File: src/alu_cfg.svh
`ifndef ALU_CFG_SVH
`define ALU_CFG_SVH

// instruction word width
`define INSN_W 40

// register and result width
`define DATA_W 64

// architectural register count and index width
`define NREGS 16
`define REG_AW 4

// immediate field, sign-extended to DATA_W
`define IMM_W 20

// low bits of operand b used as shift amount
`define SHAMT_W 6

`endif

File: src/alu_pkg.sv
`default_nettype none

package alu_pkg;

  typedef enum logic [3:0] {
    OP_ADD  = 4'd0,
    OP_SUB  = 4'd1,
    OP_ADDI = 4'd2,
    OP_MOVI = 4'd3,
    OP_AND  = 4'd4,
    OP_XOR  = 4'd5,
    OP_OR   = 4'd6,
    OP_SHL  = 4'd7,
    OP_SHR  = 4'd8,
    OP_SAR  = 4'd9,
    OP_NOP  = 4'd10
  } op_e;

  // flag-based condition codes
  typedef enum logic [3:0] {
    EQ = 4'd0,
    NE = 4'd1,
    CS = 4'd2,
    CC = 4'd3,
    MI = 4'd4,
    PL = 4'd5,
    VS = 4'd6,
    VC = 4'd7,
    HI = 4'd8,
    LS = 4'd9,
    GE = 4'd10,
    AL = 4'd11,
    LT = 4'd12,
    GT = 4'd13,
    LE = 4'd14,
    NV = 4'd15
  } cond_e;

  typedef struct packed {
    logic c;
    logic v;
    logic n;
    logic z;
  } flags_t;

endpackage

`default_nettype wire

File: src/alu_core.sv
`timescale 1ns/1ps
`default_nettype none

`include "alu_cfg.svh"

module alu_core import alu_pkg::*; (
  input  logic               clk,
  input  logic               rst,
  input  logic               insn_valid,
  input  logic [`INSN_W-1:0] insn,
  output logic               retire_valid,
  output logic [`REG_AW-1:0] retire_rd,
  output logic [`DATA_W-1:0] retire_value,
  output flags_t             retire_flags,
  output logic               retire_taken,
  output logic               retire_illegal
);

  // decode to execute
  logic               dec_valid;
  op_e                dec_op;
  cond_e              dec_cond;
  logic [`REG_AW-1:0] dec_rd;
  logic [`REG_AW-1:0] dec_ra;
  logic [`REG_AW-1:0] dec_rb;
  logic [`DATA_W-1:0] dec_imm;
  logic               dec_illegal;

  // execute to result
  logic               ex_valid;
  logic [`REG_AW-1:0] ex_rd;
  logic [`DATA_W-1:0] ex_value;
  flags_t             ex_flags;
  logic               ex_wen;
  logic               ex_taken;
  logic               ex_illegal;

  // register file read path
  logic [`REG_AW-1:0] rd_addr_a;
  logic [`REG_AW-1:0] rd_addr_b;
  logic [`DATA_W-1:0] rf_data_a;
  logic [`DATA_W-1:0] rf_data_b;
  flags_t             cur_flags;

  insn_decode u_decode (
    .clk         (clk),
    .rst         (rst),
    .insn_valid  (insn_valid),
    .insn        (insn),
    .dec_valid   (dec_valid),
    .dec_op      (dec_op),
    .dec_cond    (dec_cond),
    .dec_rd      (dec_rd),
    .dec_ra      (dec_ra),
    .dec_rb      (dec_rb),
    .dec_imm     (dec_imm),
    .dec_illegal (dec_illegal)
  );

  alu_execute u_execute (
    .clk         (clk),
    .rst         (rst),
    .dec_valid   (dec_valid),
    .dec_op      (dec_op),
    .dec_cond    (dec_cond),
    .dec_rd      (dec_rd),
    .dec_ra      (dec_ra),
    .dec_rb      (dec_rb),
    .dec_imm     (dec_imm),
    .dec_illegal (dec_illegal),
    .rf_data_a   (rf_data_a),
    .rf_data_b   (rf_data_b),
    .cur_flags   (cur_flags),
    .rd_addr_a   (rd_addr_a),
    .rd_addr_b   (rd_addr_b),
    .ex_valid    (ex_valid),
    .ex_rd       (ex_rd),
    .ex_value    (ex_value),
    .ex_flags    (ex_flags),
    .ex_wen      (ex_wen),
    .ex_taken    (ex_taken),
    .ex_illegal  (ex_illegal)
  );

  result_writeback u_writeback (
    .clk            (clk),
    .rst            (rst),
    .rd_addr_a      (rd_addr_a),
    .rd_addr_b      (rd_addr_b),
    .ex_valid       (ex_valid),
    .ex_rd          (ex_rd),
    .ex_value       (ex_value),
    .ex_flags       (ex_flags),
    .ex_wen         (ex_wen),
    .ex_taken       (ex_taken),
    .ex_illegal     (ex_illegal),
    .rf_data_a      (rf_data_a),
    .rf_data_b      (rf_data_b),
    .cur_flags      (cur_flags),
    .retire_valid   (retire_valid),
    .retire_rd      (retire_rd),
    .retire_value   (retire_value),
    .retire_flags   (retire_flags),
    .retire_taken   (retire_taken),
    .retire_illegal (retire_illegal)
  );

endmodule

`default_nettype wire

File: src/alu_execute.sv
`timescale 1ns/1ps
`default_nettype none

`include "alu_cfg.svh"

module alu_execute import alu_pkg::*; (
  input  logic               clk,
  input  logic               rst,
  input  logic               dec_valid,
  input  op_e                dec_op,
  input  cond_e              dec_cond,
  input  logic [`REG_AW-1:0] dec_rd,
  input  logic [`REG_AW-1:0] dec_ra,
  input  logic [`REG_AW-1:0] dec_rb,
  input  logic [`DATA_W-1:0] dec_imm,
  input  logic               dec_illegal,
  input  logic [`DATA_W-1:0] rf_data_a,
  input  logic [`DATA_W-1:0] rf_data_b,
  input  flags_t             cur_flags,
  output logic [`REG_AW-1:0] rd_addr_a,
  output logic [`REG_AW-1:0] rd_addr_b,
  output logic               ex_valid,
  output logic [`REG_AW-1:0] ex_rd,
  output logic [`DATA_W-1:0] ex_value,
  output flags_t             ex_flags,
  output logic               ex_wen,
  output logic               ex_taken,
  output logic               ex_illegal
);

  logic [`DATA_W-1:0]  op_a;
  logic [`DATA_W-1:0]  op_b;
  logic [`DATA_W-1:0]  add_b;
  logic [`DATA_W-1:0]  add_b_eff;
  logic [`DATA_W:0]    add_sum;
  logic                is_sub;
  logic                add_ovf;
  logic                arith;
  logic [`SHAMT_W-1:0] shamt;
  logic [`DATA_W-1:0]  result;
  flags_t              flags_in;
  flags_t              new_flags;
  flags_t              next_flags;
  logic                taken;
  logic                wen;

  function automatic logic cond_true(input cond_e cond, input flags_t fl);
    logic r;
    case (cond)
      EQ: r = fl.z;
      NE: r = ~fl.z;
      CS: r = fl.c;
      CC: r = ~fl.c;
      MI: r = fl.n;
      PL: r = ~fl.n;
      VS: r = fl.v;
      VC: r = ~fl.v;
      HI: r = fl.c & ~fl.z;
      LS: r = ~fl.c | fl.z;
      GE: r = (fl.n == fl.v);
      AL: r = 1'b1;
      LT: r = (fl.n != fl.v);
      GT: r = ~fl.z & (fl.n == fl.v);
      LE: r = fl.z | (fl.n != fl.v);
      default: r = 1'b0;
    endcase
    return r;
  endfunction

  assign rd_addr_a = dec_ra;
  assign rd_addr_b = dec_rb;

  // one-apart bypass from the ex registers
  assign op_a     = (ex_wen && ex_rd == dec_ra) ? ex_value : rf_data_a;
  assign op_b     = (ex_wen && ex_rd == dec_rb) ? ex_value : rf_data_b;
  assign flags_in = ex_taken ? ex_flags : cur_flags;

  assign taken = dec_valid & cond_true(dec_cond, flags_in);
  assign wen   = taken & (dec_op != OP_NOP);

  // shared adder, subtract as a + ~b + 1 so carry means no borrow
  assign is_sub    = (dec_op == OP_SUB);
  assign add_b     = (dec_op == OP_ADDI) ? dec_imm : op_b;
  assign add_b_eff = is_sub ? ~add_b : add_b;
  assign add_sum   = {1'b0, op_a} + {1'b0, add_b_eff} + {{`DATA_W{1'b0}}, is_sub};
  assign add_ovf   = (op_a[`DATA_W-1] == add_b_eff[`DATA_W-1]) &&
                     (add_sum[`DATA_W-1] != op_a[`DATA_W-1]);

  assign shamt = op_b[`SHAMT_W-1:0];

  always_comb begin
    result = add_sum[`DATA_W-1:0];
    arith  = 1'b0;
    case (dec_op)
      OP_ADD, OP_SUB, OP_ADDI: arith = 1'b1;
      OP_MOVI: result = dec_imm;
      OP_AND:  result = op_a & op_b;
      OP_XOR:  result = op_a ^ op_b;
      OP_OR:   result = op_a | op_b;
      OP_SHL:  result = op_a << shamt;
      OP_SHR:  result = op_a >> shamt;
      OP_SAR:  result = $signed(op_a) >>> shamt;
      default: result = op_a;
    endcase
  end

  assign new_flags.c = arith & add_sum[`DATA_W];
  assign new_flags.v = arith & add_ovf;
  assign new_flags.n = result[`DATA_W-1];
  assign new_flags.z = ~|result;

  // non-writing instructions carry the old flags forward
  assign next_flags = wen ? new_flags : flags_in;

  always_ff @(posedge clk) begin
    if (rst) begin
      ex_valid <= 1'b0;
      ex_wen   <= 1'b0;
      ex_taken <= 1'b0;
    end else begin
      ex_valid <= dec_valid;
      ex_wen   <= wen;
      ex_taken <= taken;
    end
  end

  always_ff @(posedge clk) begin
    ex_rd      <= dec_rd;
    ex_value   <= result;
    ex_flags   <= next_flags;
    ex_illegal <= dec_illegal;
  end

endmodule

`default_nettype wire

File: src/insn_decode.sv
`timescale 1ns/1ps
`default_nettype none

`include "alu_cfg.svh"

module insn_decode import alu_pkg::*; (
  input  logic               clk,
  input  logic               rst,
  input  logic               insn_valid,
  input  logic [`INSN_W-1:0] insn,
  output logic               dec_valid,
  output op_e                dec_op,
  output cond_e              dec_cond,
  output logic [`REG_AW-1:0] dec_rd,
  output logic [`REG_AW-1:0] dec_ra,
  output logic [`REG_AW-1:0] dec_rb,
  output logic [`DATA_W-1:0] dec_imm,
  output logic               dec_illegal
);

  // field positions, top down from the opcode
  localparam int OP_LSB   = `INSN_W - 4;
  localparam int COND_LSB = OP_LSB - 4;
  localparam int RD_LSB   = COND_LSB - `REG_AW;
  localparam int RA_LSB   = RD_LSB - `REG_AW;
  localparam int RB_LSB   = RA_LSB - `REG_AW;

  logic [3:0]         raw_op;
  logic               illegal;
  logic [`DATA_W-1:0] imm_ext;

  assign raw_op  = insn[OP_LSB +: 4];
  assign illegal = (raw_op > OP_NOP);
  assign imm_ext = {{(`DATA_W - `IMM_W){insn[`IMM_W-1]}}, insn[`IMM_W-1:0]};

  always_ff @(posedge clk) begin
    if (rst) begin
      dec_valid <= 1'b0;
    end else begin
      dec_valid <= insn_valid;
    end
  end

  always_ff @(posedge clk) begin
    dec_rd      <= insn[RD_LSB +: `REG_AW];
    dec_ra      <= insn[RA_LSB +: `REG_AW];
    dec_rb      <= insn[RB_LSB +: `REG_AW];
    dec_imm     <= imm_ext;
    dec_illegal <= illegal;
    // illegal opcodes never execute
    if (illegal) begin
      dec_op   <= OP_NOP;
      dec_cond <= NV;
    end else begin
      dec_op   <= op_e'(raw_op);
      dec_cond <= cond_e'(insn[COND_LSB +: 4]);
    end
  end

endmodule

`default_nettype wire

File: src/result_writeback.sv
`timescale 1ns/1ps
`default_nettype none

`include "alu_cfg.svh"

module result_writeback import alu_pkg::*; (
  input  logic               clk,
  input  logic               rst,
  input  logic [`REG_AW-1:0] rd_addr_a,
  input  logic [`REG_AW-1:0] rd_addr_b,
  input  logic               ex_valid,
  input  logic [`REG_AW-1:0] ex_rd,
  input  logic [`DATA_W-1:0] ex_value,
  input  flags_t             ex_flags,
  input  logic               ex_wen,
  input  logic               ex_taken,
  input  logic               ex_illegal,
  output logic [`DATA_W-1:0] rf_data_a,
  output logic [`DATA_W-1:0] rf_data_b,
  output flags_t             cur_flags,
  output logic               retire_valid,
  output logic [`REG_AW-1:0] retire_rd,
  output logic [`DATA_W-1:0] retire_value,
  output flags_t             retire_flags,
  output logic               retire_taken,
  output logic               retire_illegal
);

  logic [`DATA_W-1:0] rf [`NREGS];
  flags_t             flags_q;

  assign rf_data_a = rf[rd_addr_a];
  assign rf_data_b = rf[rd_addr_b];
  assign cur_flags = flags_q;

  always_ff @(posedge clk) begin
    if (rst) begin
      for (int i = 0; i < `NREGS; i++) begin
        rf[i] <= '0;
      end
      flags_q <= '0;
    end else if (ex_wen) begin
      rf[ex_rd] <= ex_value;
      flags_q   <= ex_flags;
    end
  end

  always_ff @(posedge clk) begin
    if (rst) begin
      retire_valid <= 1'b0;
    end else begin
      retire_valid <= ex_valid;
    end
  end

  // skipped instructions report rd and flags as they stand
  always_ff @(posedge clk) begin
    retire_rd      <= ex_rd;
    retire_value   <= ex_wen ? ex_value : rf[ex_rd];
    retire_flags   <= ex_wen ? ex_flags : flags_q;
    retire_taken   <= ex_taken;
    retire_illegal <= ex_illegal;
  end

endmodule

`default_nettype wire

File: config.mk
export PLATFORM = sky130hd
export DESIGN_NAME = alu_core
export DESIGN_NICKNAME = d
export VERILOG_FILES = /design/src/alu_pkg.sv /design/src/alu_core.sv /design/src/alu_execute.sv /design/src/insn_decode.sv /design/src/result_writeback.sv
export VERILOG_INCLUDE_DIRS = /design/src /design/src/src
export SDC_FILE = /design/constraint.sdc
export NUM_CORES = 2
export LEC_CHECK = 0
export BUFFER_PORTS_ARGS = -buffer_cell sky130_fd_sc_hd__clkbuf_2
export CELL_PAD_IN_SITES_DETAIL_PLACEMENT = 0
export CELL_PAD_IN_SITES_GLOBAL_PLACEMENT = 1
export CORE_MARGIN = 2
export CORE_UTILIZATION = 35
export CTS_BUF_LIST = sky130_fd_sc_hd__clkbuf_4 sky130_fd_sc_hd__clkbuf_8
export CTS_CLUSTER_SIZE = 40
export DETAILED_ROUTE_END_ITERATION = 16
export GPL_TIMING_DRIVEN = 0
export PLACE_DENSITY = 0.67
export SYNTH_ARGS = -nofsm -noshare
export SYNTH_HDL_FRONTEND = slang
export SYNTH_SLANG_ARGS = --single-unit
File: constraint.sdc
create_clock -name clk -period 10.9 [get_ports clk]
set_clock_uncertainty 0.2 [all_clocks]
set_input_delay 3.27 -clock clk [delete_from_list [all_inputs] [get_ports clk]]
set_output_delay 3.27 -clock clk [all_outputs]
set_load 0.005 [all_outputs]
==> results.md <==
* Final RePlAce weighted congestion at 1.06
* Met1 GRT Util at 0.496
* Die Footprint at 0.250 sq mm
* Post-layout nets at 7659
* Leakage at 35.5 nW
* Critical Path Sink Type: flip-flop
* Drc violations at 0
* Die Wd at 500 um
* Max IR drop VDD at 0.113 mV
* Tightest Pin Transition at 1.64 ns
* Syn_nets at 7244
* Hold buffers post-CTS at 0
* Slowest cell delay on critical path at 1.18 ns
* Yosys top cell area share at 0.358
* CTS sink count at 1221
* Critical Path RT at 11.57 ns
* Clk_lat worst skew at 1.13 ns
* Ys flop type: edfxtp_1
* Post-synth top cells: 1024 x edfxtp_1, 893 x mux4_2, 693 x and2_1
* HP Class: flip-flop to flip-flop
* Worst-path fanout max at 10
* FP Rows at 181
* PortBufs at 117
* Family with the most delay on the worst path: compound AO/OA/AOI/OAI gates
* First-pass GRT wire length at 716 mm
* Worst-path clk slew at 0.06 ns
* Final Cycle Share at 1.04
* Top Usage Layer GRT: met2
* Synth Register Bits at 1221
* Largest net degree at the start of global routing at 38
* Ys Warns at 0
* Post-Synthesis Cell Area at 0.0860 sq mm
* Max-slew headroom at -0.0910
* Slew Viols, Final at 138
* Setup Crit Path Kind: flip-flop to flip-flop
* Number of global-route vias before repair at 73600
* Tmin final at 11.39 ns
* Largest area contributor in the netlist: edfxtp_1
* Die Span Y at 500 um
* Num CTS Buffers at 210
* Avg Synthesized Cell Area at 12.3 sq um
* M3 GR Usage at 0.156
* Cell variety after synth at 92
* Arr. time, crit path at 12.06 ns
* Core Util, Final at 0.401
* Final hold viol count at 0
* Initial detailed-routing violation count at 13700
* Clock root cell: clkbuf_8
* Sequential area share after synthesis at 0.403
* DRT Pass-1 Iters at 6
* H-Tree Depth at 4
* Crit path buf inv count at 6
* Failing checks: max-capacitance violations, max-slew violations, negative setup slack
* Fmax at 87.8 MHz
* Most used cell, CP: a21oi_1
* Setup WS post-layout at -0.488 ns
* EDFF count, synth at 1024
* Ranking of synthesized cells by area: edfxtp_1 36%, mux4_2 23%, and2_1 5.0%, dfxtp_1 4.6%, mux2i_1 4.0%
* Met2 Use GR at 0.656
* Vias/cell at 7.15
* Share of cells above drive strength 1 at 0.259
* Worst-case clock buffer depth at 3
* Gr ovfl total at 0
* Setup-failing EPs final at 1
* Gate Count Post-Synth at 7008
* Initial antenna violation count at 52
* Vias at 77400
* HPWL Detailed at 417 mm
* Power consumption at 15.7 mW
* Area delta synth->final at 13.7%
* Status: finished with violations
* CP startpoint kind: flip-flop
* WL final at 556 mm
* Max-cap violation count at 19
* Starting Density at 0.353
* Async SR Flop Fraction at 0
* I/O pin count at 118
* Total track usage at 0.436
* Count leader, synth: edfxtp_1
* Post-DRT Antenna Nets at 0
* Average routed wire per standard cell at 51.3 um
* CP max stage cell: clkbuf_1
* Placeable core area at 0.244 sq mm
* Pwr per Cell Area at 161 mW/mm^2
* Dpl ws at -5.80 ns
* CTS tree: done
==> cell type report <==
type	instances	area [sq um]
Inverter	174	653
Clock inverter	88	952
Fill cell	23400	146000
Antenna cell	27	67.6
Tap cell	3202	4010
Sequential cell	1221	34700
Buffer	692	3340
Clock buffer	307	3790
Timing Repair Buffer	210	2010
Multi-Input combinational cell	4914	48200
==> logic make-up (layout without fill, tap and decap cells) <==
family | count (synthesis) | in the layout | synth area share
AND/OR/NAND/NOR | 1998 | 1998 | 0.122
multiplexers | 1377 | 1377 | 0.293
AO/OA/AOI/OAI | 1223 | 1223 | 0.0987
flip-flops | 1221 | 1221 | 0.403
buffers and inverters | 873 | 1471 | 0.0422
adder cells (fa/ha/maj) | 193 | 193 | 0.0282
XOR/XNOR | 123 | 123 | 0.0125
other | 0 | 27 | 0
==> state kept, by name (all words and copies together), names as in the netlist, 4 cells and up <==
| signal | flops |
|---|---|
| u_decode.dec_rb | 4 |
| u_execute.ex_rd | 4 |
| u_decode.dec_op | 4 |
| u_decode.dec_ra | 4 |
| u_writeback.retire_flags | 4 |
| u_writeback.retire_value | 64 |
| u_execute.ex_value | 64 |
| u_decode.dec_rd | 4 |
| u_writeback.retire_rd | 4 |
| u_writeback.cur_flags | 4 |
| u_writeback.rf | 1024 |
| u_decode.dec_imm | 20 |
| u_decode.dec_cond | 4 |
| u_execute.ex_flags | 4 |
==> timing repair <==
| action | in CTS | in global routing |
|---|---|---|
| gates resized for setup | 172 | 49 |
| setup buffers | 9 | 3 |
| pin swaps | 8 | 7 |
| endpoints found under the hold margin | 0 | 0 |
| endpoints found under the setup margin | 67 | 2 |
==> power by group <==
group | internal (mW) | switching, mW
clock | 2.61 | 2.26
sequential | 5.29 | 0.323
combinational | 1.50 | 3.76
total | 9.39 | 6.35
==> cells in the final DEF, fill, tap and decap left out, types with 53 or more instances in the layout <==
cell / Yosys / layout
clkbuf_1: 482 / 420
o22ai_1: 75 / 74
inv_1: 142 / 142
nor2_1: 257 / 249
o21ai_0: 169 / 159
a21oi_1: 238 / 231
buf_1: 118 / 62
edfxtp_1: 1024 / 1024
nor3_1: 333 / 324
clkbuf_4: 0 / 79
ha_1: 192 / 192
xnor2_1: 97 / 97
nand2_1: 379 / 378
buf_2: 54 / 70
mux2i_1: 347 / 318
mux2_2: 113 / 113
clkbuf_2: 0 / 164
a21o_1: 53 / 53
nand3_1: 62 / 61
clkbuf_8: 0 / 242
buf_6: 30 / 65
and2_1: 693 / 692
nor4_1: 103 / 101
mux4_2: 893 / 893
dfxtp_1: 197 / 196
o211ai_1: 79 / 79
a22oi_1: 193 / 193
==> worst paths after layout <==
path | slack, ns | cells past startpoint | endpoint | startpoint
worst max-delay path | -0.49 | 27 | u_execute.ex_flags[0] | u_decode.dec_ra[3]
worst min-delay path | 0.13 | 0 | u_execute.ex_rd[3] | u_decode.dec_rd[3]
worst max register to register | -0.49 | 27 | u_execute.ex_flags[0] | u_decode.dec_ra[3]
worst min register to register | 0.13 | 0 | u_execute.ex_rd[3] | u_decode.dec_rd[3]
==> per-stage QoR <==
| step | TNS, ns | hold slack (ns) | cells | area (sq um) |
|---|---|---|---|---|
| floorplan | 0 | 0.110 | 7008 | 86000 |
| global placement | -196.00 | 0.110 | 10300 | 90600 |
| detailed placement | -155.39 | 0.112 | 10400 | 92200 |
| CTS | 0 | 0.126 | 10800 | 97400 |
| global route | -0.00197 | 0.133 | 10800 | 97700 |
| finish | -0.488 | 0.126 | 10800 | 97800 |
==> layer usage <==
metal,vias to the layer above,routed length [um]
met3,2011,72500
li1,28700,-
met4,20,57200
met1,39500,185000
met2,7249,242000
met5,-,170
==> worst reg2reg max path, stage by stage (launching register included) <==
cell and delay [ns]:
dfxtp_1 0.32, buf_2 0.22, buf_2 0.35, nor2b_1 0.63
clkdlybuf4s15_1 0.99, clkbuf_1 1.19, a22oi_1 0.24, nand2_1 0.21
mux2i_2 0.30, inv_2 0.25, ha_1 0.25, clkbuf_1 0.19
a21oi_1 0.27, o21ai_0 0.19, a21o_1 0.22, a21oi_1 0.21
o21ai_0 0.22, nand2b_1 0.13, a21oi_1 0.07, a31oi_1 0.16
o211ai_1 0.35, nor4b_2 0.95, o211ai_1 0.57, or4b_2 0.83
nor4_4 0.35, nor4b_2 0.35, o2111ai_1 0.30, o31ai_4 0.69
(Power assumes the default switching activity.)
